**config.mk**
```make
export PLATFORM = sky130hd
export DESIGN_NAME = nbf_loader
export DESIGN_NICKNAME = d
export VERILOG_FILES = /design/src/source/io_platform_pkg.sv /design/src/source/nbf_loader.sv
export SDC_FILE = /design/constraint.sdc
export NUM_CORES = 1
export LEC_CHECK = 0
export BUFFER_PORTS_ARGS = -buffer_cell sky130_fd_sc_hd__buf_2
export CAP_MARGIN = 15
export CORE_MARGIN = 5
export CORE_UTILIZATION = 35
export CTS_CLUSTER_DIAMETER = 120
export CTS_CLUSTER_SIZE = 30
export DETAILED_ROUTE_END_ITERATION = 12
export PLACE_DENSITY = 0.87
export SLEW_MARGIN = 25
export SYNTH_ARGS = -nofsm -noshare
export SYNTH_HDL_FRONTEND = slang
export SYNTH_SLANG_ARGS = --single-unit
```
**constraint.sdc**
```tcl
create_clock -name clk_i -period 1.7 [get_ports clk_i]
set_input_delay 0.17 -clock clk_i [delete_from_list [all_inputs] [get_ports clk_i]]
set_output_delay 0.17 -clock clk_i [all_outputs]
set_load 0.01 [all_outputs]
```
**src/source/io_platform_pkg.sv**
```systemverilog
// Word-addressed bus with single-beat commands only; address bit 15 selects the host block
package io_platform_pkg;

  localparam int ADDR_W    = 16;
  localparam int DATA_W    = 32;
  localparam int NUM_CORES = 4;
  localparam int TRACE_W   = 8;
  localparam int MEM_WORDS = 1024;

  // Derived index widths
  localparam int MEM_IDX_W = $clog2(MEM_WORDS);
  localparam int CORE_ID_W = $clog2(NUM_CORES);

  // Address map
  localparam int              HOST_SEL_BIT     = 15;
  localparam logic [15:0]     HOST_FINISH_ADDR = 16'h8000;
  localparam logic [15:0]     HOST_TRACE_ADDR  = 16'h8001;

  typedef logic [ADDR_W-1:0]    addr_t;
  typedef logic [DATA_W-1:0]    data_t;
  typedef logic [NUM_CORES-1:0] core_mask_t;
  typedef logic [TRACE_W-1:0]   trace_en_t;

  typedef enum logic [1:0] {
    e_nbf_write  = 2'd0,
    e_nbf_fence  = 2'd1,
    e_nbf_finish = 2'd2
  } nbf_op_e;

  typedef enum logic [1:0] {
    e_ld_idle,
    e_ld_issue,
    e_ld_wait,
    e_ld_done
  } loader_state_e;

  typedef enum logic {
    e_arb_idle,
    e_arb_resp
  } arb_state_e;

  typedef struct packed {
    logic  write;
    addr_t addr;
    data_t data;
  } io_cmd_s;

  typedef struct packed {
    data_t data;
  } io_resp_s;

  typedef struct packed {
    nbf_op_e op;
    addr_t   addr;
    data_t   data;
  } nbf_rec_s;

endpackage

```
**src/source/nbf_loader.sv**
```systemverilog
// One record in flight at a time; response data is ignored and done_o holds until reset
module nbf_loader (
  input  logic                      clk_i,
  input  logic                      rst_n_i,
  input  logic                      rec_v_i,
  input  io_platform_pkg::nbf_rec_s rec_i,
  output logic                      rec_ready_o,
  output logic                      cmd_v_o,
  output io_platform_pkg::io_cmd_s  cmd_o,
  input  logic                      cmd_ready_i,
  input  logic                      resp_v_i,
  input  io_platform_pkg::io_resp_s resp_i,
  output logic                      resp_ready_o,
  output logic                      done_o
);

  io_platform_pkg::loader_state_e state_q;
  io_platform_pkg::loader_state_e state_n;
  io_platform_pkg::nbf_op_e       op_q;
  io_platform_pkg::io_cmd_s       cmd_q;
  logic                           rdy_q;
  logic                           pending_q;
  logic                           rec_fire;
  logic                           cmd_fire;
  logic                           resp_fire;
  logic                           wait_done;

  assign rec_fire     = rec_v_i & rdy_q;
  assign cmd_fire     = cmd_v_o & cmd_ready_i;
  assign resp_fire    = resp_v_i & resp_ready_o;
  assign wait_done    = ~pending_q | resp_fire;

  assign rec_ready_o  = rdy_q;
  assign cmd_v_o      = (state_q == io_platform_pkg::e_ld_issue);
  assign cmd_o        = cmd_q;
  // Always a sink for responses
  assign resp_ready_o = 1'b1;
  assign done_o       = (state_q == io_platform_pkg::e_ld_done);

  always_comb
  begin
    state_n = state_q;
    unique case (state_q)
      io_platform_pkg::e_ld_idle:
        if (rec_fire)
        begin
          if (rec_i.op == io_platform_pkg::e_nbf_write)
            state_n = io_platform_pkg::e_ld_issue;
          else
            state_n = io_platform_pkg::e_ld_wait;
        end
      io_platform_pkg::e_ld_issue:
        if (cmd_fire)
          state_n = io_platform_pkg::e_ld_wait;
      io_platform_pkg::e_ld_wait:
        if (wait_done)
          state_n = (op_q == io_platform_pkg::e_nbf_finish) ?
                    io_platform_pkg::e_ld_done : io_platform_pkg::e_ld_idle;
      default:
        state_n = io_platform_pkg::e_ld_done;
    endcase
  end

  always_ff @(posedge clk_i or negedge rst_n_i)
  begin
    if (!rst_n_i)
    begin
      state_q   <= io_platform_pkg::e_ld_idle;
      op_q      <= io_platform_pkg::e_nbf_write;
      rdy_q     <= 1'b0;
      pending_q <= 1'b0;
    end
    else
    begin
      state_q   <= state_n;
      rdy_q     <= (state_n == io_platform_pkg::e_ld_idle);
      if (rec_fire)
        op_q <= rec_i.op;
      if (cmd_fire)
        pending_q <= 1'b1;
      else if (resp_fire)
        pending_q <= 1'b0;
    end
  end

  // Write command payload
  always_ff @(posedge clk_i)
  begin
    if (rec_fire)
    begin
      cmd_q.write <= 1'b1;
      cmd_q.addr  <= rec_i.addr;
      cmd_q.data  <= rec_i.data;
    end
  end

endmodule

```
==> flow_summary_export.csv, run 1 <==
group,metric,value,unit
clock_network,cts_buffers,5,
timing,setup_viol,0,
synth,yosysTopAreaCell,"edfxtp_1",
clock_network,cts-htree-levels,2,
outcome,status,"finished clean",
place,place.gp.congestion,0.6958,
hold_path,hold_path_end,"cmd_o[40]$_DFFE_PN_",
timing,fin_crit,1.360,ns
floorplanning,row_count,25,
layout,mostFrequentLayoutCell,"buf_2",
drt,via_count,1112,
floorplanning,io_pins,140,
timing,holdWs,0.04657,ns
synth,yosysWarningCount,0,
job,cap_violations,0,
drt,wire_per_inst,15.54,microns
place,dp_slack,0.3311,ns
floorplanning,start_util,36.55,%
timing,fin_skew,0.003268,ns
worst_setup_path,worstPathArrival,1.41,ns
worst_setup_path,worstReg2RegEnd,"cmd_o[32]$_DFFE_PN_",
clock_network,clock_path_buffers,2,
global_route,grt_use_total,12.20,%
hold_path,hold_start,"rec_i[40]",
synth,ys_types,21,
floorplanning,die_y,80.92,microns
global_route,grt_pass1_wl,5706,microns
global_route,grt-ovfl-total,0,
worst_setup_path,cp_cell_sequence,"nand2_2, clkinvlp_4, buf_4",
clock_network,insertion_delay,0.29,ns
layout,multi_input_area,150.1,sq um
worst_setup_path,required,1.75,ns
clock_network,hold_buffers,1,
synth,ys_seq_elements,54,
clock_network,path_clk_slew,0.09,ns
worst_setup_path,worst_r2r_path_depth,3,
layout,drive_above_1_share,63.21,%
clock_network,cts_setup_buffers,0,
floorplanning,die_x,80.92,microns
place,hpwl,3328,microns
drt,drc,0,
layout,mostFrequentLayoutCells,"buf_2, edfxtp_1, dfrtp_1, clkbuf_8",
layout,final_cells,260,
drt,firstDrtPassIters,6,
layout,fillers,425,
power_and_ir_drop,ir_drop,565.2,uV
timing,slew_viol_final,0,
worst_setup_path,slowest_stage,"dfrtp_1",
global_route,grt_pass1_vias,1094,
synth,synth_area_leaders,"edfxtp_1, dfrtp_1, mux2_2",
clock_network,cts_tree,"built",
synth,yosys.area.top_type_share,81.88,%
timing,worst_slack,0.3398,ns
worst_setup_path,crit_type,"reg -> reg",
worst_setup_path,cp-end-kind,"register",
drt,drtIter0Drc,54,
worst_setup_path,critPathMaxStageDelay,0.39,ns
timing,finalCritPeriodShare,80.01,%
worst_setup_path,cp-start-kind,"register",
power_and_ir_drop,power_density,1296,nW/um^2
layout,n_antenna_cell,0,
drt,via_per_inst,4.277,
clock_network,cts.sinks,54,
worst_setup_path,worstPathMaxFanout,13,
hold_path,hold_depth,1,
synth,syn_avg_cell_area,22.28,sq um
drt,drt_wl_total,4040,microns
timing,clock.fmax,0.7352,GHz
layout,nets,280,
synth,seq_area_frac_synth,90.41,%
power_and_ir_drop,leakage,1.048,nW
clock_network,ctsRootBufferMaster,"clkbuf_8",
synth,syn_area,1760,sq um
timing,setup_tns,0,ns
synth,synthCells,79,
place,dp_cells,252,
floorplanning,die_area,6548,sq um
place,io_buffer_count,105,
timing,final-hold-violation-count,0,
layout,syn_to_final_growth,41.08,%
hold_path,hp-class,"in -> reg",
worst_setup_path,r2r_start,"rec_ready_o$_DFF_PN0_",
global_route,antenna_found_initial,0,
drt,antenna_left,0,
clock_network,cts-resized-gates,0,
timing,rsz0062_at_grt,"false",
global_route,grt_max_degree,27,
floorplanning,core,4817,sq um
layout,seq_area,1592,sq um
worst_setup_path,rrSetupSlack,0.34,ns
area by class of cell:
| cell class | count | area share (%) |
|---|---|---|
| Clock buffer | 5 | 2.771 |
| Multi-Input combinational cell | 22 | 6.045 |
| Timing Repair Buffer | 108 | 22.67 |
| Inverter | 2 | 0.4534 |
| Tap cell | 67 | 3.375 |
| Clock inverter | 2 | 0.6045 |
| Sequential cell | 54 | 64.08 |
registers in the layout, summed over array words and instances (netlist names):
name and count:
pending_q 1, rec_ready_o 1, op_q 2, cmd_o 48, state_q 2
metal layers:
layer	track usage (%)	routed length [microns]
met5	0	0
met4	4.054	48
met3	6.319	679
met2	22.50	1979
met1	11.50	1332
synth_stat cells:
master and number:
nand2b_2 1, o21a_1 1, edfxtp_1 48, nor2b_1 1
nor4_1 1, nand2b_1 1, buf_4 2, o21ai_1 1
nor2_1 3, a211oi_1 1, conb_1 1, dfrtp_1 6
nand2_2 1, mux2_2 2, o31ai_1 1, a21oi_1 1
inv_1 2, o32a_1 1, a21o_1 1, nor2b_2 2
and2_2 1
how the worst max path moves through the flow:
stage,startpoint,end,slack [ns],cells past startpoint
after global routing,rec_ready_o$_DFF_PN0_,cmd_o[0]$_DFFE_PN_,0.25,3
after floorplan,rec_ready_o$_DFF_PN0_,cmd_o[0]$_DFFE_PN_,0.07,2
final,rec_ready_o$_DFF_PN0_,cmd_o[32]$_DFFE_PN_,0.34,3
after detailed placement,rec_ready_o$_DFF_PN0_,cmd_o[14]$_DFFE_PN_,0.33,3
after CTS,rec_ready_o$_DFF_PN0_,cmd_o[45]$_DFFE_PN_,0.31,3
after global placement,rec_ready_o$_DFF_PN0_,cmd_o[16]$_DFFE_PN_,0.34,3
worst max-delay path: cells and delay by family (launching register included):
| kind | cells | cell delay [ns] |
|---|---|---|
| buffers and inverters | 2 | 0.57 |
| flip-flops | 1 | 0.39 |
| AND/OR/NAND/NOR | 1 | 0.15 |
per-stage QoR:
stage | area (sq um) | utilization (%) | total power, mW
after floorplan | 1768 | - | 2.247
after global placement | 2390 | 49.61 | 2.568
after detailed placement | 2390 | 49.61 | 2.606
after CTS | 2484 | 51.56 | 3.268
after global routing | 2484 | 51.56 | 3.413
final | 2484 | 51.56 | 3.219
power by group:
group	switching, mW	internal, mW	total, mW
clock network	0.380	0.281	0.662
registers	0.101	1.74	1.84
logic	0.391	0.325	0.716
cell families (layout without fill, tap and decap cells):
| family | count (synthesis) | count (layout) | synth area share (%) |
|---|---|---|---|
| mux | 2 | 2 | 1.279 |
| buf+inv | 4 | 117 | 1.279 |
| simple gates | 11 | 11 | 3.981 |
| compound gates | 7 | 7 | 2.843 |
| flops | 54 | 54 | 90.40 |
| other cells | 1 | 2 | 0.2130 |
Power figures use the tool's default switching activity.
==> run 2: changes to the inputs <==
Settings changed: CORE_UTILIZATION 35 to 38, PLACE_DENSITY 0.87 to 0.89.
Clock period 1.7 ns to 1.3 ns, I/O delays scaled along.
==> flow_summary_export.csv, run 2 (synthesis results as in run 1) <==
group,metric,value,unit
worst_setup_path,worstPathMaxFanout,7,
floorplanning,die_y,78.07,microns
layout,fillers,294,
worst_setup_path,path_buf_inv,1,
timing,clock.fmax,0.8112,GHz
clock_network,cts_setup_buffers,0,
timing,fin_skew,0.006553,ns
layout,largest_reg_flops,48,
worst_setup_path,cp_cell_sequence,"and2_2, buf_2",
power_and_ir_drop,leakage,1.220,nW
drt,firstDrtPassIters,4,
clock_network,ctsRootBufferMaster,"clkbuf_8",
timing,finalCritPeriodShare,94.83,%
place,io_buffer_count,105,
timing,setup_tns,0,ns
layout,mostFrequentLayoutCells,"buf_2, edfxtp_1, dlygate4sd3_1, dfrtp_1, clkbuf_8",
power_and_ir_drop,power_density,1518,nW/um^2
drt,via_per_inst,4.598,
drt,drtIter0Drc,93,
floorplanning,io_pins,140,
layout,multi_input_area,150.1,sq um
worst_setup_path,critPathMaxStageDelay,0.48,ns
hold_path,hp-class,"in -> reg",
drt,drt_wl_total,5143,microns
global_route,grt-ovfl-total,0,
layout,drive_above_1_share,51.71,%
layout,mostFrequentLayoutCell,"buf_2",
clock_network,clock_path_buffers,2,
floorplanning,die_x,78.07,microns
timing,fin_crit,1.233,ns
worst_setup_path,crit_type,"reg -> out",
layout,nets,320,
layout,syn_to_final_growth,63.18,%
timing,holdWs,0.01621,ns
floorplanning,core,4414,sq um
global_route,antenna_found_initial,0,
floorplanning,start_util,39.88,%
drt,antenna_left,0,
drt,wire_per_inst,17.98,microns
worst_setup_path,crit_family,"flip-flops",
worst_setup_path,worstPathArrival,1.10,ns
global_route,grt_pass1_wl,7583,microns
drt,via_count,1315,
drt,drc,0,
power_and_ir_drop,p_clk_share,20.8,%
global_route,grt_use_total,16.44,%
power_and_ir_drop,p_total,4.362,mW
place,place.gp.congestion,0.6943,
timing,rsz0062_at_grt,"false",
job,cap_violations,0,
power_and_ir_drop,pwr-share-seq,55.7,%
floorplanning,die_area,6094,sq um
worst_setup_path,slowest_stage,"dfrtp_1",
floorplanning,row_count,24,
worst_setup_path,required,1.17,ns
clock_network,insertion_delay,0.29,ns
global_route,grt_max_degree,49,
place,hpwl,3119,microns
worst_setup_path,cp-start-kind,"register",
outcome,status,"finished clean",
timing,slew_viol_final,0,
layout,seq_area,1592,sq um
layout,n_antenna_cell,0,
timing,setup_viol,0,
global_route,grt_pass1_vias,1382,
worst_setup_path,cp-end-kind,"output port",
power_and_ir_drop,comb_power_share,23.5,%
power_and_ir_drop,ir_drop,821.2,uV
clock_network,path_clk_slew,0.10,ns
power_and_ir_drop,internal_power,3.155,mW
power_and_ir_drop,swShare,27.67,%
power_and_ir_drop,power.net_switching,1.207,mW
clock_network,cts_buffers,5,
timing,final-hold-violation-count,0,
clock_network,cts.sinks,54,
clock_network,cts-htree-levels,2,
clock_network,cts_tree,"built",
run 2: repair_timing:
action                    CTS  global route
hold endpoints to repair   42             5
resized for setup           0             0
hold buffers               37             5
run 2: final timing paths:
check | start | end | slack (ns) | cells past startpoint
worst min-delay path | rec_i[30] | cmd_o[30]$_DFFE_PN_ | 0.02 | 1
worst min register to register | op_q[0]$_DFFE_PN0N_ | op_q[0]$_DFFE_PN0N_ | 0.52 | 1
min in group asynchronous | rst_n_i | op_q[0]$_DFFE_PN0N_ | 0.19 | 2
worst max register to register | rec_ready_o$_DFF_PN0_ | cmd_o[43]$_DFFE_PN_ | 0.14 | 3
worst max-delay path | state_q[1]$_DFF_PN0_ | done_o | 0.07 | 2
max in group asynchronous | rst_n_i | state_q[0]$_DFF_PN0_ | 0.97 | 2
run 2: cell type report:
type	count	area share, %
multi-input cells	22	5.226
well taps	52	2.265
clock inverters	3	0.6969
inverters	2	0.3920
clock buffers	5	2.395
repair buffers	148	33.62
flip-flops and latches	54	55.40
run 2: power by group through the flow:
| stage | Sequential [mW] | Clock, mW | Combinational (mW) |
|---|---|---|---|
| 4_1_cts | 2.42 | 0.935 | 1.02 |
| 2_1_floorplan | 2.57 | 0 | 0.369 |
| 6_report | 2.43 | 0.907 | 1.03 |
| 3_5_place_dp | 2.45 | 0 | 0.930 |
| 3_3_place_gp | 2.44 | 0 | 0.903 |
| 5_1_grt | 2.46 | 1.02 | 1.13 |
run 2: metrics by stage:
stage	instance area, sq um	cells	setup slack [ns]	utilization (%)
2_1_floorplan	1768	80	-0.3254	-
3_3_place_gp	2364	236	0.1428	53.54
3_5_place_dp	2364	236	0.1597	53.54
4_1_cts	2823	281	0.04623	63.95
5_1_grt	2873	286	0.01906	65.08
6_report	2873	286	0.06721	65.08
run 2: worst reg2reg max path, delay by kind of cell (launching register included):
kind                   cells  cell delay, ns
AND/OR/NAND/NOR            1            0.12
flip-flops                 1            0.38
buffers and inverters      2            0.34
run 2: layer usage:
layer	up-vias	share of wire, %	GRT usage [%]
met2	85	55	30.22
met4	0	0.49	5.068
met5	-	0	0
li1	604	-	-
met1	624	34	18.07
met3	2	11	4.920
