==> src/source/io_platform_pkg.sv <==
// Word-addressed bus with single-beat commands only; address bit 15 selects the host block
package io_platform_pkg;

  localparam int ADDR_W    = 16;
  localparam int DATA_W    = 32;
  localparam int NUM_CORES = 4;
  localparam int TRACE_W   = 8;
  localparam int MEM_WORDS = 1024;

  // Derived index widths
  localparam int MEM_IDX_W = $clog2(MEM_WORDS);
  localparam int CORE_ID_W = $clog2(NUM_CORES);

  // Address map
  localparam int              HOST_SEL_BIT     = 15;
  localparam logic [15:0]     HOST_FINISH_ADDR = 16'h8000;
  localparam logic [15:0]     HOST_TRACE_ADDR  = 16'h8001;

  typedef logic [ADDR_W-1:0]    addr_t;
  typedef logic [DATA_W-1:0]    data_t;
  typedef logic [NUM_CORES-1:0] core_mask_t;
  typedef logic [TRACE_W-1:0]   trace_en_t;

  typedef enum logic [1:0] {
    e_nbf_write  = 2'd0,
    e_nbf_fence  = 2'd1,
    e_nbf_finish = 2'd2
  } nbf_op_e;

  typedef enum logic [1:0] {
    e_ld_idle,
    e_ld_issue,
    e_ld_wait,
    e_ld_done
  } loader_state_e;

  typedef enum logic {
    e_arb_idle,
    e_arb_resp
  } arb_state_e;

  typedef struct packed {
    logic  write;
    addr_t addr;
    data_t data;
  } io_cmd_s;

  typedef struct packed {
    data_t data;
  } io_resp_s;

  typedef struct packed {
    nbf_op_e op;
    addr_t   addr;
    data_t   data;
  } nbf_rec_s;

endpackage

==> src/source/host_regs.sv <==
// Finish bits are sticky until reset; only the two host offsets decode and writes answer zero
module host_regs (
  input  logic                        clk_i,
  input  logic                        rst_n_i,
  input  logic                        req_i,
  input  io_platform_pkg::io_cmd_s    cmd_i,
  output io_platform_pkg::io_resp_s   resp_o,
  output io_platform_pkg::core_mask_t finish_o,
  output io_platform_pkg::trace_en_t  trace_en_o
);

  io_platform_pkg::core_mask_t finish_q;
  io_platform_pkg::trace_en_t  trace_q;
  io_platform_pkg::io_resp_s   resp_q;
  io_platform_pkg::data_t      rd_data;
  logic                        hit_finish;
  logic                        hit_trace;

  assign hit_finish = (cmd_i.addr == io_platform_pkg::HOST_FINISH_ADDR);
  assign hit_trace  = (cmd_i.addr == io_platform_pkg::HOST_TRACE_ADDR);

  always_comb
  begin
    rd_data = '0;
    if (hit_finish)
      rd_data = io_platform_pkg::data_t'(finish_q);
    else if (hit_trace)
      rd_data = io_platform_pkg::data_t'(trace_q);
  end

  always_ff @(posedge clk_i or negedge rst_n_i)
  begin
    if (!rst_n_i)
    begin
      finish_q <= '0;
      trace_q  <= '0;
    end
    else if (req_i && cmd_i.write)
    begin
      // Low data bits name the core that finished
      if (hit_finish)
        finish_q[cmd_i.data[io_platform_pkg::CORE_ID_W-1:0]] <= 1'b1;
      if (hit_trace)
        trace_q <= cmd_i.data[io_platform_pkg::TRACE_W-1:0];
    end
  end

  always_ff @(posedge clk_i)
  begin
    if (req_i)
      resp_q.data <= cmd_i.write ? '0 : rd_data;
  end

  assign resp_o     = resp_q;
  assign finish_o   = finish_q;
  assign trace_en_o = trace_q;

endmodule

==> config.mk <==
export PLATFORM = sky130hd
export DESIGN_NAME = host_regs
export DESIGN_NICKNAME = d
export VERILOG_FILES = /design/src/source/io_platform_pkg.sv /design/src/source/host_regs.sv
export SDC_FILE = /design/constraint.sdc
export NUM_CORES = 1
export LEC_CHECK = 0
export BUFFER_PORTS_ARGS = -buffer_cell sky130_fd_sc_hd__buf_2
export CAP_MARGIN = 30
export CELL_PAD_IN_SITES_DETAIL_PLACEMENT = 1
export CELL_PAD_IN_SITES_GLOBAL_PLACEMENT = 2
export CORE_ASPECT_RATIO = 0.75
export CORE_MARGIN = 2
export CORE_UTILIZATION = 19
export CTS_CLUSTER_DIAMETER = 80
export DETAILED_ROUTE_END_ITERATION = 7
export MAX_ROUTING_LAYER = met4
export PLACE_DENSITY = 0.84
export SLEW_MARGIN = 20
export SYNTH_ARGS = -nofsm -noshare
export SYNTH_HDL_FRONTEND = slang
export SYNTH_SLANG_ARGS = --single-unit
==> constraint.sdc <==
create_clock -name clk_i -period 1.1 [get_ports clk_i]
set_input_delay 0.11 -clock clk_i [delete_from_list [all_inputs] [get_ports clk_i]]
set_output_delay 0.11 -clock clk_i [all_outputs]
set_load 0.03 [all_outputs]
==> results of run 1 <==
==> cells by family (layout without fill, tap and decap cells) <==
| logic type | count (synthesis) | count (layout) |
|---|---|---|
| multiplexers | 12 | 12 |
| AND/OR/NAND/NOR | 26 | 26 |
| buffers and inverters | 26 | 61 |
| flip-flops | 20 | 20 |
| AO/OA/AOI/OAI | 4 | 4 |
| other | 1 | 24 |
==> synth_stat cells <==
library cell               number
sky130_fd_sc_hd__buf_4         24
sky130_fd_sc_hd__dfrtp_1       12
sky130_fd_sc_hd__edfxtp_1       8
sky130_fd_sc_hd__mux2_2         8
sky130_fd_sc_hd__nor2_1         5
sky130_fd_sc_hd__and3_1         4
sky130_fd_sc_hd__mux2i_1        4
sky130_fd_sc_hd__nand2_1        3
sky130_fd_sc_hd__o21bai_1       3
sky130_fd_sc_hd__nand4_1        2
sky130_fd_sc_hd__nor3_1         2
sky130_fd_sc_hd__nor4_1         2
sky130_fd_sc_hd__nor4b_1        2
sky130_fd_sc_hd__clkbuf_1       1
sky130_fd_sc_hd__conb_1         1
sky130_fd_sc_hd__inv_1          1
sky130_fd_sc_hd__nand2b_1       1
sky130_fd_sc_hd__nand3_1        1
sky130_fd_sc_hd__nor2_4         1
sky130_fd_sc_hd__nor4_4         1
sky130_fd_sc_hd__o41ai_1        1
sky130_fd_sc_hd__or2_1          1
sky130_fd_sc_hd__or4b_2         1
==> routing by layer <==
metal	vias to the layer above	share of wire, %	GRT usage (%)
met4	0	2.0	4.615
met5	-	0	-
met3	4	4.2	2.174
met2	24	50	15.60
li1	383	-	-
met1	388	43	10.33
==> timing repair <==
| item | CTS | global route |
|---|---|---|
| gates resized for setup | 18 | 3 |
| hold buffers | 1 | 0 |
| hold endpoints to repair | 12 | 0 |
| pin swaps | 6 | 0 |
| setup buffers | 2 | 0 |
| setup endpoints to repair | 8 | 17 |
| cloned | 0 | 0 |
==> cell type report <==
type / instances / share of cell area [%]
well taps: 75 / 6.005
multi-input cells: 66 / 31.87
repair buffers: 56 / 22.74
clock buffers: 3 / 2.642
flip-flops and latches: 20 / 34.59
clock inverters: 1 / 1.922
inverters: 1 / 0.2402
==> through the flow <==
step           worst slack [ns]  setup TNS [ns]  power, mW
2_1_floorplan           -0.1029         -0.8234      1.021
3_3_place_gp            -0.3285          -5.057      1.054
3_5_place_dp            -0.3781          -5.011      1.056
4_1_cts               -0.001374       -0.001483      1.833
5_1_grt                 -0.1103          -1.497      1.880
6_report               -0.04255         -0.2983      1.814
==> worst max-delay path, cell delays in order <==
cell and delay, ns:
sky130_fd_sc_hd__buf_6 0.10, sky130_fd_sc_hd__nor4_4 0.29, sky130_fd_sc_hd__nand4_1 0.18, sky130_fd_sc_hd__nor2_4 0.16
sky130_fd_sc_hd__buf_12 0.14, sky130_fd_sc_hd__mux2_4 0.30
==> registers in the layout (all words and copies together), names as in the netlist <==
register,count
trace_en_o,8
finish_o,4
resp_o,8
==> power breakdown <==
group | internal [mW] | leakage [nW] | total, mW | switching, mW
Sequential | 0.784 | 0.246 | 0.786 | 0.00214
Clock | 0.486 | 0.0357 | 0.742 | 0.255
Combinational | 0.0856 | 0.490 | 0.286 | 0.201
==> how the worst max path moves through the flow <==
| stage | cells past startpoint | endpoint | start |
|---|---|---|---|
| after floorplan | 4 | trace_en_o[0] | cmd_i[36] |
| after global placement | 5 | trace_en_o[5] | cmd_i[41] |
| after detailed placement | 5 | trace_en_o[5] | cmd_i[34] |
| after CTS | 6 | trace_en_o[5] | cmd_i[35] |
| after global routing | 6 | resp_o[7] | cmd_i[35] |
| final | 6 | trace_en_o[5] | cmd_i[35] |
==> summary.md, run 1 <==
| Metric | Value |
|---|---|
| Via count | 799 |
| Instance area at placement | 0.001350 mm² |
| Inserted Clock Buffers | 3 |
| Hold Crit Class | in2reg |
| DR iter-0 viols | 8 |
| Area share of the largest cell type after synthesis | 28.30% |
| Number of cells produced by synthesis | 89 |
| XOR/XNOR Fraction of Synth Area | 0% |
| # DRC | 0 |
| Leak Pwr | 0.7712 nW |
| Number of antenna violations at the first check in global routing | 0 |
| Num Clock Sinks | 20 |
| Basic-gate share of the synthesized area counting and, or, nand and nor cells | 15.80% |
| Floorplan die area | 0.006204 mm² |
| Total number of yosys warnings | 0 |
| Final nets | 200 |
| Leading cell type in the layout, fill and taps excluded | sky130_fd_sc_hd__buf_2 |
| Violations in the final reports | negative setup slack |
| Post-synthesis area per instance | 11.92 µm² |
| Crit path max fanout | 8 |
| Library cells used by synthesis | 23 |
| Source of the worst register-to-register timing path | trace_en_o[1] |
| Unrepaired setup endpoints after global routing | true |
| Post-route core utilization | 29.20% |
| Final Skew | 0.0007753 ns |
| Final setup violation count | 9 |
| Capturing element type of the critical path | flip-flop |
| Area of the mapped netlist | 0.001061 mm² |
| Wirelength, routed | 2750 µm |
| Die outline width | 90.29 µm |
| Pins over their slew limit | 0 |
| Share of synthesized area occupied by flip-flops and latches | 50.94% |
| Run status | finished with violations |
| Total area of multi-input combinational cells | 498.0 µm² |
| Number of placed instances, taps included | 215 |
| Cell taking the most area after synthesis | sky130_fd_sc_hd__dfrtp_1 |
| Tightest hold margin | 0.07518 ns |
| Crit share post-route | 103.9% |
| Hold Path Stages | 2 |
| Clock transition at path regs | 0.07 ns |
| Clock tree from TritonCTS | yes |
| Post-route antenna net violation count | 0 |
| I/O Pins | 96 |
| Number of I/O port buffers | 47 |
| Synthesized-area fraction occupied by ao, oa, aoi and oai cells | 2.948% |
| Global-route total usage across every layer | 9.116% |
| Routed length per placed instance | 12.39 µm |
| Vias in the first global route | 842 |
| Total of fill cells in the finished design | 629 |
| Final estimated routing congestion in global placement | 0.7601 |
| H-Tree Depth | 1 |
| Worst supply voltage drop on vdd | 0.0003721 V |
| Count of max-cap constraint violations | 0 |
| Power per unit of standard cell area | 1161 mW/mm² |
| Final cell count without fillers | 222 |
| Clock root buffer master | sky130_fd_sc_hd__clkbuf_8 |
| Post-synthesis adder-cell area fraction | 0% |
| Design area | 0.001563 mm² |
| Clk_lat worst skew | 0.26 ns |
| Min-Delay Endpoint | trace_en_o[6] |
| Proportion of synthesized area in mux cells | 12.26% |
| Antenna diodes | 0 |
| Die Ht | 68.72 µm |
| Setup slack of the worst register-to-register path | 0.17 ns |
| 1st-pass router iterations | 2 |
| Hold wc startpoint | cmd_i[6] |
| Most used cells in the layout excluding fill and tap cells | 41 x sky130_fd_sc_hd__buf_2, 24 x sky130_fd_sc_hd__conb_1, 12 x sky130_fd_sc_hd__dfrtp_1 |
| Critical path launch point type | input port |
| Initial Utilization | 19.82% |
| Placeable core area | 0.005353 mm² |
| Setup WS post-layout | -0.04255 ns |
| Rows | 23 |
| Global-route wire length before repair | 4202 µm |
| Data arrival time of the critical path | 1.29 ns |
| Kind of critical path | in2reg |
| Detailed-route vias per instance | 3.599 |
| Buffers from clock root to sink, at most | 2 |
| Worst Path Required | 1.25 ns |
| Number of endpoints with negative hold slack in the final report | 0 |
| Path depth of the worst reg2reg path | 2 |
| Main combinational cell family by area after synthesis | buffers and inverters |
| Fin crit period | 1.143 ns |
| Terminus of the critical flop-to-flop path | resp_o[1] |
| Leftover overflow at the end of global routing | 0 |
| Post-synthesis sequential element count | 20 |
| Pin count of the biggest net entering global routing | 13 |
| Layout area overhead | 47.29% |
| Maximum achievable frequency | 0.8752 GHz |
| Final HPWL from detailed placement | 2086 µm |
| Layout cells sized above 1 | 52.38% |
| Top post-synthesis cells by area | sky130_fd_sc_hd__dfrtp_1 28%, sky130_fd_sc_hd__edfxtp_1 23%, sky130_fd_sc_hd__buf_4 17% |
| Area taken by flip-flops and latches | 540.5 µm² |
(Power assumes the default switching activity.)
==> run 2, diff against run 1 <==
Settings changed: ABC_CLOCK_PERIOD_IN_PS set to 1100, RECOVER_POWER set to 25, SLEW_MARGIN 20 to not set.
==> run 2 against run 1 <==
  * The run still ends with negative setup slack left
  * Largest cell class unchanged
  * Via count unchanged
  * Clock power hardly changed
  * Combinational power is essentially flat
  * Design area is 0.40% lower
==> summary.md, run 2 (synthesis results as in run 1) <==
| Metric | Value |
|---|---|
| Internal power | 1.354 mW |
| Reported net switching power | 458.9 µW |
| Worst slew pin tran | 0.6546 ns |
| Via count | 799 |
| Count of max-cap constraint violations | 0 |
| Power share of the sequential group | 43.4% |
| Crit path max fanout | 8 |
| Wirelength, routed | 2749 µm |
| Pin count of the biggest net entering global routing | 13 |
| Fraction of power spent switching nets | 25.32% |
| Inserted Clock Buffers | 3 |
| Violations in the final reports | negative setup slack |
| Final nets | 200 |
| Data arrival time of the critical path | 1.30 ns |
| Final Skew | 0.0005904 ns |
| Power per unit of standard cell area | 1164 mW/mm² |
| Final-layout setup total negative slack | -0.2953 ns |
| Hold wc startpoint | cmd_i[6] |
| 1st-pass router iterations | 2 |
| Total area of multi-input combinational cells | 498.0 µm² |
| Clock tree from TritonCTS | yes |
| Post-route antenna net violation count | 0 |
| Post-route core utilization | 29.08% |
| Run status | finished with violations |
| Pins over their slew limit | 0 |
| Total of fill cells in the finished design | 631 |
| Vias in the first global route | 842 |
| Area taken by flip-flops and latches | 540.5 µm² |
| Fin crit period | 1.142 ns |
| Detailed-route vias per instance | 3.599 |
| Die outline width | 90.29 µm |
| Worst supply voltage drop on vdd | 0.0003715 V |
| Leak Pwr | 0.7621 nW |
| Clk_lat worst skew | 0.26 ns |
| Layout area overhead | 46.70% |
| Clock transition at path regs | 0.07 ns |
| Buffers from clock root to sink, at most | 2 |
| Tightest hold margin | 0.07481 ns |
| Placeable core area | 0.005353 mm² |
| Crit share post-route | 103.8% |
| Relative contribution of combinational cells to total power | 15.6% |
| Final estimated routing congestion in global placement | 0.7601 |
| Critical path launch point type | input port |
| Setup WS post-layout | -0.04224 ns |
| # DRC | 0 |
| Global-route wire length before repair | 4202 µm |
| Layout cells sized above 1 | 50.34% |
| Leading cell type in the layout, fill and taps excluded | sky130_fd_sc_hd__buf_2 |
| Num Clock Sinks | 20 |
| Final setup violation count | 9 |
| Number of antenna violations at the first check in global routing | 0 |
| Global-route total usage across every layer | 9.116% |
| Kind of critical path | in2reg |
| Number of endpoints with negative hold slack in the final report | 0 |
| Slew headroom | 56.36% |
| Leftover overflow at the end of global routing | 0 |
| Routed length per placed instance | 12.38 µm |
| Initial Utilization | 19.82% |
| Hold Path Stages | 2 |
| Capturing element type of the critical path | flip-flop |
| Source of the worst register-to-register timing path | trace_en_o[1] |
| Floorplan die area | 0.006204 mm² |
| I/O Pins | 96 |
| Antenna diodes | 0 |
| Number of I/O port buffers | 47 |
| Rows | 23 |
| Worst setup path startpoint | cmd_i[35] |
| Path depth of the worst reg2reg path | 2 |
| Most used cells in the layout excluding fill and tap cells | 39 x sky130_fd_sc_hd__buf_2, 24 x sky130_fd_sc_hd__conb_1, 12 x sky130_fd_sc_hd__dfrtp_1 |
| H-Tree Depth | 1 |
| Worst Path Required | 1.25 ns |
| Maximum achievable frequency | 0.8755 GHz |
| Hold Crit Class | in2reg |
| Clock root buffer master | sky130_fd_sc_hd__clkbuf_8 |
| Die Ht | 68.72 µm |
| Final HPWL from detailed placement | 2086 µm |
| Unrepaired setup endpoints after global routing | true |
| Clock group share of total power | 41.0% |
| DR iter-0 viols | 8 |
==> run 2: cell types whose count changed in the layout (fill, tap and decap cells not counted), sizes merged <==
cell and delta:
clkbuf +3, buf -3
==> run 2: power by group through the flow <==
stage	combinational [mW]	sequential (mW)	clock [mW]
floorplan	0.196	0.825	0
global placement	0.252	0.802	0
detailed placement	0.254	0.802	0
CTS	0.285	0.786	0.762
global route	0.305	0.787	0.786
finish	0.284	0.786	0.742
==> run 2: worst paths after layout <==
kind / end / slack, ns
hold reg to reg: finish_o[1] / 0.50
hold / removal: trace_en_o[6] / 0.07
setup / recovery: trace_en_o[5] / -0.04
max in group asynchronous: finish_o[0] / 0.30
setup reg to reg: resp_o[1] / 0.17
min in group asynchronous: trace_en_o[7] / 0.38
==> run 2: repair_timing <==
| action | 4_1_cts | 5_1_grt |
|---|---|---|
| endpoints found under the setup margin | 8 | 17 |
| gates resized for setup | 18 | 3 |
| buffers inserted | 2 | 0 |
| hold buffers | 1 | 0 |
| endpoints found under the hold margin | 12 | 0 |
| pin swaps | 6 | 0 |
==> run 2: area by class of cell <==
| cell class | count | share of cell area, % |
|---|---|---|
| Clock buffer | 3 | 2.653 |
| Clock inverter | 1 | 1.929 |
| Tap cell | 75 | 6.029 |
| Timing Repair Buffer | 56 | 22.43 |
| Inverter | 1 | 0.2412 |
| Multi-Input combinational cell | 66 | 31.99 |
| Sequential cell | 20 | 34.73 |
==> run 2: critical path, cell delays in order <==
cell and delay, ns:
sky130_fd_sc_hd__buf_6 0.10, sky130_fd_sc_hd__nor4_4 0.29, sky130_fd_sc_hd__nand4_1 0.18, sky130_fd_sc_hd__nor2_4 0.16, sky130_fd_sc_hd__buf_12 0.15, sky130_fd_sc_hd__mux2_4 0.30
==> run 2: per-layer routing <==
layer | routed length, µm | up-vias | global-route usage, %
met5 | 0 | - | -
met4 | 56 | 0 | 4.615
met3 | 115 | 4 | 2.174
met2 | 1382 | 24 | 15.60
met1 | 1194 | 388 | 10.33
li1 | - | 383 | -
==> run 2: stage by stage <==
step                      worst slack, ns  cells  instance area (µm²)  power [mW]
after CTS                       -0.001374    222                 1555       1.833
after global placement            -0.3285    215                 1350       1.054
final                            -0.04224    222                 1556       1.812
after floorplan                   -0.1029    112                 1160       1.021
after global routing              -0.1103    222                 1556       1.877
after detailed placement          -0.3781    215                 1350       1.056
==> run 3, diff against run 2 <==
Settings changed: CORE_ASPECT_RATIO 0.75 to 1.5, CTS_CLUSTER_SIZE set to 10.
==> run 3 against run 2 <==
  * The run still ends with negative setup slack left
  * Core utilization decreased by 0.21 points
  * Critical path type unchanged
  * Critical endpoint is now trace_en_o[4]
  * Setup slack got worse by 0.038 ns
  * Critical path depth unchanged
==> summary.md, run 3 (synthesis results as in run 1) <==
| Metric | Value |
|---|---|
| Clock transition at path regs | 0.08 ns |
| Global-route total usage across every layer | 8.850% |
| Final nets | 204 |
| Via count | 840 |
| Pre-CTS setup slack | -0.4469 ns |
| Area taken by flip-flops and latches | 540.5 µm² |
| Floorplan die area | 0.006211 mm² |
| I/O Pins | 96 |
| Detailed-route vias per instance | 3.801 |
| Power per unit of standard cell area | 1151 mW/mm² |
| Crit path max fanout | 6 |
| Violations in the final reports | negative setup slack |
| DR iter-0 viols | 8 |
| Leak Pwr | 0.7700 nW |
| Slew headroom | 55.59% |
| Antenna diodes | 0 |
| Final HPWL from detailed placement | 2083 µm |
| Initial Utilization | 19.62% |
| Maximum achievable frequency | 0.8472 GHz |
| Kind of critical path | in2reg |
| Clk_lat worst skew | 0.26 ns |
| H-Tree Depth | 1 |
| Leftover overflow at the end of global routing | 0 |
| Critical path launch point type | input port |
| Total of fill cells in the finished design | 628 |
| Clock tree from TritonCTS | yes |
| Die Ht | 95.53 µm |
| Fin crit period | 1.180 ns |
| 1st-pass router iterations | 3 |
| Run status | finished with violations |
| Inserted Clock Buffers | 3 |
| Number of endpoints with negative hold slack in the final report | 0 |
| Worst slew pin tran | 0.6662 ns |
| Final setup violation count | 8 |
| Total area of multi-input combinational cells | 500.5 µm² |
| Buffers from clock root to sink, at most | 2 |
| Worst supply voltage drop on vdd | 0.0005503 V |
| Post-route antenna net violation count | 0 |
| Routed length per placed instance | 11.98 µm |
| Clock root buffer master | sky130_fd_sc_hd__clkbuf_8 |
| Num Clock Sinks | 20 |
| Unrepaired setup endpoints after global routing | true |
| Leading cell type in the layout, fill and taps excluded | sky130_fd_sc_hd__buf_2 |
| Count of max-cap constraint violations | 0 |
| Crit share post-route | 107.3% |
| Pin count of the biggest net entering global routing | 13 |
| Number of I/O port buffers | 47 |
| Most used cells in the layout excluding fill and tap cells | 43 x sky130_fd_sc_hd__buf_2, 24 x sky130_fd_sc_hd__conb_1, 12 x sky130_fd_sc_hd__dfrtp_1 |
| Vias in the first global route | 821 |
| Layout area overhead | 47.17% |
| Hold Crit Class | in2reg |
| Capturing element type of the critical path | flip-flop |
| Rows | 33 |
| Number of antenna violations at the first check in global routing | 0 |
| Pins over their slew limit | 0 |
| Layout cells sized above 1 | 53.64% |
| Worst Path Required | 1.25 ns |
| Final-layout setup total negative slack | -0.5831 ns |
| Setup WS post-layout | -0.08041 ns |
| Data arrival time of the critical path | 1.33 ns |
| Global-route wire length before repair | 4126 µm |
| Final estimated routing congestion in global placement | 0.7312 |
| # DRC | 0 |
| Placeable core area | 0.005409 mm² |
| Tightest hold margin | 0.07922 ns |
| Wirelength, routed | 2648 µm |
| Die outline width | 65.02 µm |
| Final Skew | 0.001169 ns |
## run 3: area by class of cell
type,count,share of cell area [%]
clock buffers,3,2.644
clock inverters,1,1.923
inverters,1,0.2404
multi-input cells,66,32.05
flip-flops and latches,20,34.62
well taps,70,5.609
repair buffers,60,22.92
## run 3: metrics by stage
stage	instances	total power, mW	utilization [%]	area [µm²]
floorplan	112	1.021	-	1160
global placement	213	1.060	25.26	1366
detailed placement	213	1.062	25.26	1366
CTS	221	1.819	28.48	1540
global route	221	1.872	28.87	1562
finish	221	1.797	28.87	1562
## run 3: power breakdown
group / total, mW / switching [mW] / internal, mW
Combinational: 0.276 / 0.199 / 0.0769
Clock: 0.735 / 0.249 / 0.486
Sequential: 0.787 / 0.00227 / 0.784
## run 3: worst max-delay path, cell delays in order
cell	delay (ns)
sky130_fd_sc_hd__buf_6	0.10
sky130_fd_sc_hd__nor4_4	0.30
sky130_fd_sc_hd__nand4_1	0.21
sky130_fd_sc_hd__nor2_4	0.17
sky130_fd_sc_hd__buf_12	0.14
sky130_fd_sc_hd__mux2_4	0.29
## run 3: path summary, 6_finish.rpt
path / from / end / slack (ns) / depth (start not counted)
setup / recovery: cmd_i[39] / trace_en_o[4] / -0.08 / 6
hold / removal: cmd_i[2] / trace_en_o[2] / 0.08 / 2
setup reg to reg: trace_en_o[0] / resp_o[0] / 0.17 / 2
hold reg to reg: finish_o[2] / finish_o[2] / 0.51 / 1
max in group asynchronous: rst_n_i / finish_o[2] / 0.29 / 2
min in group asynchronous: rst_n_i / trace_en_o[7] / 0.39 / 2
## run 3: what timing repair did
item                                   CTS  global route
setup buffers                            3             0
setup endpoints to repair               17            20
hold buffers                             1             0
endpoints found under the hold margin   12             0
pin swaps                                5             6
resized for setup                       14             6
cloned                                   0             0
## run 3: metal layers
| layer | global-route usage [%] | share of wire, % | vias to the layer above |
|---|---|---|---|
| met5 | - | 0 | - |
| met4 | 3.646 | 1.5 | 0 |
| met3 | 1.299 | 6.3 | 4 |
| met2 | 15.46 | 56 | 36 |
| met1 | 10.09 | 36 | 409 |
| li1 | - | - | 391 |
