`config.mk`:
```
export PLATFORM = sky130hd
export DESIGN_NAME = io_arbiter
export DESIGN_NICKNAME = d
export VERILOG_FILES = /design/src/source/io_platform_pkg.sv /design/src/source/io_arbiter.sv
export SDC_FILE = /design/constraint.sdc
export NUM_CORES = 1
export LEC_CHECK = 0
export BUFFER_PORTS_ARGS = -buffer_cell sky130_fd_sc_hd__buf_2
export CORE_AREA = 2 2 112 114
export DETAILED_ROUTE_END_ITERATION = 12
export DIE_AREA = 0 0 114 116
export PLACE_DENSITY = 0.56
export REMOVE_ABC_BUFFERS = 1
export SYNTH_ARGS = -nofsm -noshare
export SYNTH_HDL_FRONTEND = slang
export SYNTH_SLANG_ARGS = --single-unit
```
`constraint.sdc`:
```
create_clock -name clk_i -period 5.7 [get_ports clk_i]
set_input_delay 0.285 -clock clk_i [delete_from_list [all_inputs] [get_ports clk_i]]
set_output_delay 0.285 -clock clk_i [all_outputs]
set_load 0.01 [all_outputs]
```
`src/source/io_platform_pkg.sv`:
```
// Word-addressed bus with single-beat commands only; address bit 15 selects the host block
package io_platform_pkg;

  localparam int ADDR_W    = 16;
  localparam int DATA_W    = 32;
  localparam int NUM_CORES = 4;
  localparam int TRACE_W   = 8;
  localparam int MEM_WORDS = 1024;

  // Derived index widths
  localparam int MEM_IDX_W = $clog2(MEM_WORDS);
  localparam int CORE_ID_W = $clog2(NUM_CORES);

  // Address map
  localparam int              HOST_SEL_BIT     = 15;
  localparam logic [15:0]     HOST_FINISH_ADDR = 16'h8000;
  localparam logic [15:0]     HOST_TRACE_ADDR  = 16'h8001;

  typedef logic [ADDR_W-1:0]    addr_t;
  typedef logic [DATA_W-1:0]    data_t;
  typedef logic [NUM_CORES-1:0] core_mask_t;
  typedef logic [TRACE_W-1:0]   trace_en_t;

  typedef enum logic [1:0] {
    e_nbf_write  = 2'd0,
    e_nbf_fence  = 2'd1,
    e_nbf_finish = 2'd2
  } nbf_op_e;

  typedef enum logic [1:0] {
    e_ld_idle,
    e_ld_issue,
    e_ld_wait,
    e_ld_done
  } loader_state_e;

  typedef enum logic {
    e_arb_idle,
    e_arb_resp
  } arb_state_e;

  typedef struct packed {
    logic  write;
    addr_t addr;
    data_t data;
  } io_cmd_s;

  typedef struct packed {
    data_t data;
  } io_resp_s;

  typedef struct packed {
    nbf_op_e op;
    addr_t   addr;
    data_t   data;
  } nbf_rec_s;

endpackage

```
`src/source/io_arbiter.sv`:
```
// Round-robin over two masters with one command in flight; targets must answer one cycle after req
module io_arbiter (
  input  logic                      clk_i,
  input  logic                      rst_n_i,
  input  logic                      m0_cmd_v_i,
  input  io_platform_pkg::io_cmd_s  m0_cmd_i,
  output logic                      m0_cmd_ready_o,
  output logic                      m0_resp_v_o,
  output io_platform_pkg::io_resp_s m0_resp_o,
  input  logic                      m0_resp_ready_i,
  input  logic                      m1_cmd_v_i,
  input  io_platform_pkg::io_cmd_s  m1_cmd_i,
  output logic                      m1_cmd_ready_o,
  output logic                      m1_resp_v_o,
  output io_platform_pkg::io_resp_s m1_resp_o,
  input  logic                      m1_resp_ready_i,
  output logic                      mem_req_o,
  output logic                      host_req_o,
  output io_platform_pkg::io_cmd_s  tgt_cmd_o,
  input  io_platform_pkg::io_resp_s mem_resp_i,
  input  io_platform_pkg::io_resp_s host_resp_i
);

  io_platform_pkg::arb_state_e state_q;
  io_platform_pkg::arb_state_e state_n;
  io_platform_pkg::io_resp_s   resp_q;
  logic                        owner_q;
  logic                        last_m1_q;
  logic                        host_q;
  logic                        resp_v_q;
  logic                        idle;
  logic                        grant0;
  logic                        grant1;
  logic                        cmd_fire;
  logic                        sel_host;
  logic                        resp_due;
  logic                        resp_take;

  assign idle     = (state_q == io_platform_pkg::e_arb_idle);

  // Master 1 wins a tie only when master 0 was granted last
  assign grant0   = idle & m0_cmd_v_i & (~m1_cmd_v_i | last_m1_q);
  assign grant1   = idle & m1_cmd_v_i & ~grant0;
  assign cmd_fire = grant0 | grant1;

  assign m0_cmd_ready_o = grant0;
  assign m1_cmd_ready_o = grant1;

  assign tgt_cmd_o  = grant1 ? m1_cmd_i : m0_cmd_i;
  assign sel_host   = tgt_cmd_o.addr[io_platform_pkg::HOST_SEL_BIT];
  assign mem_req_o  = cmd_fire & ~sel_host;
  assign host_req_o = cmd_fire & sel_host;

  // Target answer is on its port the cycle after the strobe
  assign resp_due  = (state_q == io_platform_pkg::e_arb_resp) & ~resp_v_q;
  assign resp_take = resp_v_q & (owner_q ? m1_resp_ready_i : m0_resp_ready_i);

  assign m0_resp_v_o = resp_v_q & ~owner_q;
  assign m1_resp_v_o = resp_v_q & owner_q;
  assign m0_resp_o   = resp_q;
  assign m1_resp_o   = resp_q;

  always_comb
  begin
    state_n = state_q;
    unique case (state_q)
      io_platform_pkg::e_arb_idle:
        if (cmd_fire)
          state_n = io_platform_pkg::e_arb_resp;
      io_platform_pkg::e_arb_resp:
        if (resp_take)
          state_n = io_platform_pkg::e_arb_idle;
      default:
        state_n = io_platform_pkg::e_arb_idle;
    endcase
  end

  always_ff @(posedge clk_i or negedge rst_n_i)
  begin
    if (!rst_n_i)
    begin
      state_q   <= io_platform_pkg::e_arb_idle;
      owner_q   <= 1'b0;
      last_m1_q <= 1'b1;
      host_q    <= 1'b0;
      resp_v_q  <= 1'b0;
    end
    else
    begin
      state_q <= state_n;
      if (cmd_fire)
      begin
        owner_q   <= grant1;
        last_m1_q <= grant1;
        host_q    <= sel_host;
      end
      if (resp_due)
        resp_v_q <= 1'b1;
      else if (resp_take)
        resp_v_q <= 1'b0;
    end
  end

  always_ff @(posedge clk_i)
  begin
    if (resp_due)
      resp_q <= host_q ? host_resp_i : mem_resp_i;
  end

endmodule

```
==> metrics.md, run 1 <==
| Metric | Value |
|---|---|
| DIE AREA | around 13000 um^2 |
| Synth async-reset ratio | between 10% and 20% |
| Max-Cap Viols | 0 |
| Synth-to-Final Area Change | 55.5% |
| Final ANT Viol Nets | 0 |
| Placer Congestion | ~0.74 |
| FP Rows | 40 |
| Boundary Pins | between 200 and 300 |
| M2 GR Usage | between 20% and 30% |
| Root buf cell | clkbuf_16 |
| First-pass GRT wire length | around 11000 um |
| Die Span Y | between 100 and 150 um |
| TritonCTS buffer count | 5 |
| Post-DP HPWL | 7100 um |
| Final setup TNS | 0 ns |
| Fillers | around 1200 |
| Largest net degree at the start of global routing | between 50 and 60 |
| GRT Util Overall | 11.0% |
| First drt pass iteration count | 4 |
| Post-synth EDFFs | 32 |
| Core area | around 12000 um^2 |
| Crit Path Category | flop to output pin |
| Final Util | about a third |
| H-tree lvl count | 2 |
| VDD IR-drop max | approximately 0.14 mV |
| Main synth FF type | edfxtp_1 |
| Worst hold margin | approximately 0.22 ns |
| Clk buf depth | 2 |
| WP data required | 5.41 ns |
| Max-slew violation count | 0 |
| CP Capture Type | output pin |
| Class of the worst hold path | input pin to flop |
| DR vias/cell | a little over 4 |
| Total chip power | ~1700 uW |
| Synthesized flop and latch total | 37 |
| Crit path max fanout | 50 |
| Share of layout cells above drive strength 1 | 86.2% |
| Final Cycle Share | about 43% |
| Vias | 2392 |
| RSZ-0062 raised after global routing | false |
| Ranking of synthesized cells by area | edfxtp_1 (36%), mux2_4 (27%), mux2_2 (14%) |
| Gr busiest metal | met2 |
| Run status | finished clean |
| Worst-path clk slew | 0.06 ns |
| Setup crit start kind | flop |
| Die W | 114 um |
| Initial antenna violation count | 0 |
| Max_slew headroom | 38.1% |
| Worst Max-Slew Pin Slew | 0.927 ns |
| Critical path arrival | roughly 2.1 ns |
| Synthesized area | roughly 2700 um^2 |
| FMAX | roughly 0.41 GHz |
| Final setup vio count | 0 |
| DRC errors left | 0 |
| Post-synth cell types | 26 |
| WL/cell | about 14 um |
| Synth warnings | 0 |
| Setup bufs post-CTS | 0 |
| Cell accounting for the most synthesized area | edfxtp_1 |
| Tmin final | 2.43 ns |
| Syn Inst Count | ~190 |
| Synth top area share | a little over a third |
| Seq/Total Area, Yosys | roughly two fifths |
| Lkg Pwr | between 0.002 and 0.0025 uW |
| Synthesized area per cell | ~14 um^2 |
| Final wirelength | between 8000 and 9000 um |
| Synth top cells by count | mux2_4 (48), buf_4 (32), edfxtp_1 (32), mux2_2 (32) |
| Detailed router's first-iteration violation count | 54 |
| Worst-Skew Late Latency | roughly 0.27 ns |
| Diode count | 0 |
| Clk_skew | slightly above 0.005 ns |
| Most common cell in the netlist | mux2_4 |
| Reg2Reg Setup Slack | about 4.0 ns |
| Clock sinks | 37 |
| Vias in the first global route | about 2400 |
| Power per Cell Area | between 400 and 500 nW/um^2 |
| Routing usage on met3 | between 2 and 2.5% |
| Starting Density | 22.3% |
| Gr ovfl total | 0 |
| Final Hold Vio Count | 0 |
| CTS tree | yes |
| Met1 Track Usage GR | between 10% and 20% |
| Final #Nets | 608 |
| PortBufs | roughly 290 |
[logic make-up (layout without fill, tap and decap cells)]
| logic type | Yosys count | after routing | share of synthesized area [%] |
|---|---|---|---|
| multiplexers | 81 | 81 | 41.2 |
| buffers and inverters | 43 | 298 | 12.2 |
| flip-flops | 37 | 37 | 41.0 |
| AND/OR/NAND/NOR | 18 | 18 | 3.68 |
| AO/OA/AOI/OAI | 7 | 7 | 1.98 |
[stage by stage]
| step | cell area [um^2] | setup slack, ns | instances |
|---|---|---|---|
| detailed placement | 3970 | 3.55 | 579 |
| floorplan | 2340 | 3.45 | 145 |
| global route | 4120 | 3.16 | 588 |
| global placement | 3970 | 3.59 | 579 |
| finish | 4120 | 3.27 | 588 |
| CTS | 4120 | 3.23 | 588 |
[layout make-up]
cell class	instances	area (um^2)	share of cell area (%)
Sequential cell	37	1090	26.4
Clock inverter	3	21.3	0.516
Inverter	2	7.51	0.182
Timing Repair Buffer	288	1450	35.1
Clock buffer	5	125	3.03
Tap cell	147	184	4.46
Multi-Input combinational cell	106	1250	30.3
[where the power goes]
part | total (uW) | switching [uW] | internal [uW]
sequential | 519 | 59.1 | 460
clock | 270 | 108 | 163
combinational | 864 | 433 | 431
[path summary, 6_finish.rpt]
check                            from            end  cells after the start
setup / recovery            last_m1_q   tgt_cmd_o[8]                      4
hold / removal             m0_cmd_v_i      last_m1_q                      2
setup reg to reg              state_q  m0_resp_o[11]                      2
hold reg to reg             last_m1_q      last_m1_q                      2
max in group asynchronous     rst_n_i      last_m1_q                      2
min in group asynchronous     rst_n_i       resp_v_q                      2
[per-layer routing]
metal  routed length (um)  up-vias
li1                     -     1153
met1                 2780     1082
met2                 4660      153
met3                  646        4
met4                   62        0
met5                    0        -
[placed cells by master, fill, tap and decap left out, drive strengths merged]
| master | n |
|---|---|
| o21bai | 1 |
| a21o | 1 |
| a21bo | 1 |
| mux2 | 80 |
| clkinv | 1 |
| dlygate4sd3 | 1 |
| inv | 3 |
| and2b | 1 |
| dfstp | 1 |
| a221o | 1 |
| edfxtp | 32 |
| nor2 | 4 |
| mux2i | 1 |
| and2 | 1 |
| nand2b | 1 |
| and3 | 2 |
| a31oi | 2 |
| a21oi | 1 |
| buf | 287 |
| clkinvlp | 1 |
| dfrtp | 4 |
| clkbuf | 5 |
| nand3 | 1 |
| nand2 | 6 |
| nor2b | 2 |
[flip-flops by register name, summed over array words and instances (netlist names)]
| register | count |
|---|---|
| host_q | 1 |
| last_m1_q | 1 |
| m0_resp_o | 32 |
| owner_q | 1 |
| resp_v_q | 1 |
| state_q | 1 |
[worst max-delay path, cell delays in order (launching register included)]
cell and delay [ns]:
dfstp_2 0.55, nand2_1 0.12, nand2_4 0.66, mux2_4 0.36, buf_2 0.15
[repair_timing]
item | CTS | global route
endpoints found under the hold margin | 4 | 0
hold buffers | 1 | 0
gates resized for setup | 0 | 0
setup endpoints to repair | 0 | 0
Note: power is estimated with default switching activity, not from simulation.
==> inputs of run 2 (changes only) <==
Settings changed: PLACE_DENSITY 0.56 to 0.58.
Clock period 5.7 ns to 2.04 ns, I/O delays scaled along.
==> metrics.md, run 2 (synthesis gave the netlist of run 1 again) <==
| Metric | Value |
|---|---|
| Run status | finished clean (unchanged) |
| Power per Cell Area | 1140 nW/um^2 (was 401 nW/um^2) |
| Setup bufs post-CTS | 0 (unchanged) |
| Hold endpoint | last_m1_q (unchanged) |
| Worst reg2reg path endpoint | m0_resp_o[16] (was m0_resp_o[11]) |
| Fin cells | 591 (was 588) |
| Worst hold stages | 2 (unchanged) |
| Placer Congestion | 0.846 (was 0.744) |
| Final Cycle Share | roughly 94% |
| DRC errors left | 0 (unchanged) |
| Tmin final | slightly below 2 ns |
| Synth-to-Final Area Change | 57.6% (was 55.5%) |
| Post-placement cell count | 582 (was 579) |
| Largest net degree at the start of global routing | 41 (was 51) |
| Clk buf depth | 2 (unchanged) |
| Core area | 11900 um^2 (unchanged) |
| VDD IR-drop max | 0.302 mV (was 0.139 mV) |
| Flop pwr share | 30.6% (was 31.4%) |
| WP data required | 1.94 ns (was 5.41 ns) |
| Worst-path clk slew | 0.06 ns (about the same) |
| TritonCTS buffer count | 5 (unchanged) |
| Clk_skew | 0.00685 ns (was 0.00505 ns) |
| Max FFs per register | 32 (unchanged) |
| R2r worst-path depth | 3 (was 2) |
| Start of the worst register-to-register path | state_q (unchanged) |
| CP Capture Type | output pin (unchanged) |
| Die Span Y | 116 um (unchanged) |
| FMAX | between 0.5 and 0.6 GHz |
| Total chip power | 4750 uW (was 1650 uW) |
| Switch share | 35.1% (was 36.3%) |
| Worst path max stage delay | 0.55 ns (was 0.66 ns) |
| Slowest CP cell | dfstp_2 (was nand2_4) |
| Starting Density | 22.3% (unchanged) |
| DR vias/cell | 4.08 (was 4.07) |
| GRT Util Overall | 10.6% (was 11.0%) |
| Initial antenna violation count | 0 (unchanged) |
| CTS Hold Bufs | 1 (unchanged) |
| Max_slew headroom | 72.5% (was 38.1%) |
| Boundary Pins | 287 (unchanged) |
| Vias | 2414 (was 2392) |
| Lkg Pwr | 0.00228 uW (was 0.00225 uW) |
| Final Util | 35.1% (was 34.6%) |
| DP Area | 4000 um^2 (was 3970 um^2) |
| Post-DP HPWL | 6920 um (was 7100 um) |
| Die W | 114 um (unchanged) |
| # resized after CTS | 0 (unchanged) |
| Worst-Skew Late Latency | 0.28 ns (was 0.27 ns) |
| FP Rows | 40 (unchanged) |
| Final setup vio count | 0 (unchanged) |
| Max-slew violation count | 0 (unchanged) |
| First drt pass iteration count | 3 (was 4) |
| Setup crit start kind | flop (unchanged) |
| CTS tree | yes (unchanged) |
| Clock power share | 18.3% (was 16.4%) |
| First-pass GRT wire length | 10900 um (was 11300 um) |
| PortBufs | 286 (unchanged) |
| Final instance area | 4180 um^2 (was 4120 um^2) |
| RSZ-0062 raised after global routing | false (unchanged) |
| Min-delay src | m0_cmd_v_i (unchanged) |
| Final wirelength | 8020 um (was 8150 um) |
| Final #Nets | 611 (was 608) |
| DIE AREA | 13200 um^2 (unchanged) |
| Worst hold margin | 0.0520 ns (was 0.220 ns) |
| Class of the worst hold path | input pin to flop (unchanged) |
| Clock sinks | 37 (unchanged) |
| Reg2Reg Setup Slack | 0.67 ns (was 4.03 ns) |
| Worst-path cell chain | nand2_1 > nand2_4 > buf_12 > mux2_4 > buf_2 (was nand2_1 > nand2_4 > mux2_4 > buf_2) |
| H-tree lvl count | 2 (unchanged) |
| Vias in the first global route | 2304 (was 2417) |
| Root buf cell | clkbuf_16 (unchanged) |
| Worst Max-Slew Pin Slew | 0.413 ns (was 0.927 ns) |
| Crit Path Category | flop to output pin (unchanged) |
| Final Hold Vio Count | 0 (unchanged) |
| Int Power | 3080 uW (was 1050 uW) |
| Final ANT Viol Nets | 0 (unchanged) |
| Most used cells in the layout excluding fill and tap cells | buf_2 (286), mux2_4 (48), mux2_2 (32), edfxtp_1 (32) (unchanged) |
| Most common cell after layout, fill and taps aside | buf_2 (unchanged) |
| Detailed router's first-iteration violation count | 66 (was 54) |
| Comb power frac | 51.2% (was 52.3%) |
| Crit path max fanout | 40 (was 50) |
| Diode count | 0 (unchanged) |
| Gr ovfl total | 0 (unchanged) |
| NetSw | 1670 uW (was 600 uW) |
| WL/cell | 13.6 um (was 13.9 um) |
| Share of layout cells above drive strength 1 | 86.0% (was 86.2%) |
| Critical path arrival | 1.82 ns (was 2.14 ns) |
| Max-Cap Viols | 0 (unchanged) |
## run 2: cell types whose count changed in the layout (fill, tap and decap cells not counted), sizes merged
cell | before | now
buf | 287 | 290
bufinv | 0 | 1
inv | 3 | 2
clkinvlp | 1 | 0
clkbuf | 5 | 6
## run 2: power groups by stage
stage	Combinational, uW	Sequential, uW	Clock, uW
after CTS	2480	1460	910
after detailed placement	2470	1480	0
final	2430	1450	867
after global placement	2450	1460	0
after floorplan	1060	1810	0
after global routing	2630	1500	931
## run 2: worst max-delay path by stage
stage	start	end	slack, ns	cells after the start
finish	last_m1_q	tgt_cmd_o[44]	0.12	5
global route	last_m1_q	tgt_cmd_o[46]	0.04	5
detailed placement	last_m1_q	tgt_cmd_o[15]	0.41	5
global placement	last_m1_q	tgt_cmd_o[18]	0.46	5
CTS	last_m1_q	tgt_cmd_o[44]	0.10	5
floorplan	state_q	m0_resp_o[0]	-0.21	2
## run 2: area by class of cell
cell class                      instances  area (um^2)
Clock inverter                          2         38.8
Multi-Input combinational cell        106         1250
Tap cell                              147          184
Timing Repair Buffer                  291         1480
Inverter                                2         7.51
Clock buffer                            6          129
Sequential cell                        37         1090
Fill cell                            1188         7730
## run 2: stage by stage
step	TNS, ns	setup WS (ns)
global route	0	0.0360
CTS	0	0.103
detailed placement	0	0.411
global placement	0	0.455
floorplan	-6.57	-0.205
finish	0	0.120
## run 2: per-layer routing
layer  routed length (um)  track usage (%)  up-vias
met5                    0                0        -
met3                  576             1.62        2
met4                   56             3.25        0
met1                 2830             10.6     1099
li1                     -                -     1159
met2                 4560             22.1      154
## run 2: critical path: cells and delay by family (launching register included)
family / cells / cell delay [ns]
flops: 1 / 0.55
mux: 1 / 0.33
buf+inv: 2 / 0.41
simple gates: 2 / 0.23
==> inputs of run 3 (changes only) <==
==> constraint.sdc (replaced) <==
create_clock -name clk_i -period 2.04 [get_ports clk_i]
set_input_delay 0.102 -clock clk_i [delete_from_list [all_inputs] [get_ports clk_i]]
set_output_delay 0.102 -clock clk_i [all_outputs]
set_load 0.1 [all_outputs]
==> metrics.md, run 3 (synthesis gave the netlist of run 1 again) <==
| Metric | Value |
|---|---|
| Most used cells in the layout excluding fill and tap cells | buf_2 (236), buf_12 (51), mux2_4 (48), mux2_2 (32), edfxtp_1 (32) (was buf_2 (286), mux2_4 (48), mux2_2 (32), edfxtp_1 (32)) |
| Worst-Skew Late Latency | 0.27 ns (was 0.28 ns) |
| Crit path to | tgt_cmd_o[29] (was tgt_cmd_o[44]) |
| Max-slew violation count | 0 (unchanged) |
| Max-Cap Viols | 0 (unchanged) |
| Start of the worst register-to-register path | host_q (was state_q) |
| CP Capture Type | output pin (unchanged) |
| Root buf cell | clkbuf_16 (unchanged) |
| Final Cycle Share | 93.9% (was 94.1%) |
| Critical path arrival | 1.81 ns (was 1.82 ns) |
| Worst reg2reg path endpoint | m0_resp_o[18] (was m0_resp_o[16]) |
| Clock sinks | 37 (unchanged) |
| Final #Nets | 615 (was 611) |
| Starting Density | 22.3% (unchanged) |
| FMAX | 0.522 GHz (was 0.521 GHz) |
| Share of layout cells above drive strength 1 | 86.4% (was 86.0%) |
| Final setup TNS | 0 ns (unchanged) |
| Diode count | 0 (unchanged) |
| First-pass GRT wire length | 11900 um (was 10900 um) |
| Clk_skew | 0.00457 ns (was 0.00685 ns) |
| DRC errors left | 0 (unchanged) |
| Tmin final | 1.92 ns (about the same) |
| Final Util | 41.5% (was 35.1%) |
| Setup crit start kind | flop (unchanged) |
| Boundary Pins | 287 (unchanged) |
| DIE AREA | 13200 um^2 (unchanged) |
| TritonCTS buffer count | 5 (unchanged) |
| Post-DP HPWL | 7540 um (was 6920 um) |
| Final instance area | 4940 um^2 (was 4180 um^2) |
| Placer Congestion | 0.789 (was 0.846) |
| Gr ovfl total | 0 (unchanged) |
| Min-delay src | m0_cmd_v_i (unchanged) |
| Class of the worst hold path | input pin to flop (unchanged) |
| R2r worst-path depth | 2 (was 3) |
| Crit Path Category | flop to output pin (unchanged) |
| Clk buf depth | 2 (unchanged) |
| Final Hold Vio Count | 0 (unchanged) |
| PortBufs | 286 (unchanged) |
| H-tree lvl count | 2 (unchanged) |
| Run status | finished clean (unchanged) |
| Crit path max fanout | 20 (was 40) |
| Die Span Y | 116 um (unchanged) |
| WP data required | 1.94 ns (about the same) |
| Core area | 11900 um^2 (unchanged) |
| Die W | 114 um (unchanged) |
| FP Rows | 40 (unchanged) |
| CTS tree | yes (unchanged) |
| Worst Max-Slew Pin Slew | 0.506 ns (was 0.413 ns) |
| Largest net degree at the start of global routing | 34 (was 41) |
| DR vias/cell | 4.11 (was 4.08) |
| Final ANT Viol Nets | 0 (unchanged) |
| CP Launch Point | last_m1_q (unchanged) |
| Final wirelength | 8470 um (was 8020 um) |
| Vias in the first global route | 2514 (was 2304) |
| RSZ-0062 raised after global routing | false (unchanged) |
| Max FFs per register | 32 (unchanged) |
| Max_slew headroom | 66.5% (was 72.5%) |
| Final setup vio count | 0 (unchanged) |
| Initial antenna violation count | 0 (unchanged) |
| Reg2Reg Setup Slack | 0.67 ns (about the same) |
| First drt pass iteration count | 4 (was 3) |
| Worst-path clk slew | 0.06 ns (about the same) |
| Synth-to-Final Area Change | 86.3% (was 57.6%) |
| Most common cell after layout, fill and taps aside | buf_2 (unchanged) |
| Vias | 2443 (was 2414) |
| WL/cell | 14.2 um (was 13.6 um) |
| Detailed router's first-iteration violation count | 47 (was 66) |
| DP Area | 4750 um^2 (was 4000 um^2) |
| GRT Util Overall | 11.5% (was 10.6%) |
## run 3: repair_timing
item	in CTS	in global routing
setup endpoints to repair	9	40
endpoints found under the hold margin	5	0
hold buffers	1	0
buffers inserted	0	4
resized for setup	0	1
pin swaps	1	1
## run 3: worst max-delay path, cell delays in order (launching register included)
cell and delay (ns):
dfstp_2 0.55, nand2_1 0.12, nand2_4 0.15, buf_12 0.20, mux2_4 0.34, buf_12 0.17
## run 3: stage by stage
step | instances | setup slack (ns) | hold slack, ns
3_3_place_gp | 582 | 0.315 | -0.0676
4_1_cts | 591 | 0.00437 | 0.0383
3_5_place_dp | 582 | 0.294 | -0.0674
6_report | 595 | 0.124 | 0.0431
2_1_floorplan | 145 | -0.430 | -0.194
5_1_grt | 595 | 0.0500 | 0.0599
## run 3: cell type report
type                       instances  area [um^2]
fill                            1140         6970
timing repair buffer             295         2260
multi-input combinational        106         1250
sequential                        37         1090
tap                              147          184
clock buffer                       5          125
clock inverter                     3         21.3
inverter                           2         7.51
## run 3: how the worst min path moves through the flow
stage | to | cells past startpoint
floorplan | host_q | 0
global placement | resp_v_q | 1
detailed placement | resp_v_q | 1
CTS | last_m1_q | 2
global route | last_m1_q | 2
finish | last_m1_q | 2
## run 3: per-layer routing
metal | vias to the layer above | wire, um | GRT usage (%)
li1 | 1166 | - | -
met1 | 1107 | 2770 | 11.1
met2 | 164 | 4860 | 23.8
met3 | 6 | 734 | 2.72
met4 | 0 | 102 | 3.41
met5 | - | 0 | 0
Power of run 3 is left out: the tool's default activity adds up to more than one toggle a clock period on the data nets, which glitch-free logic cannot reach.
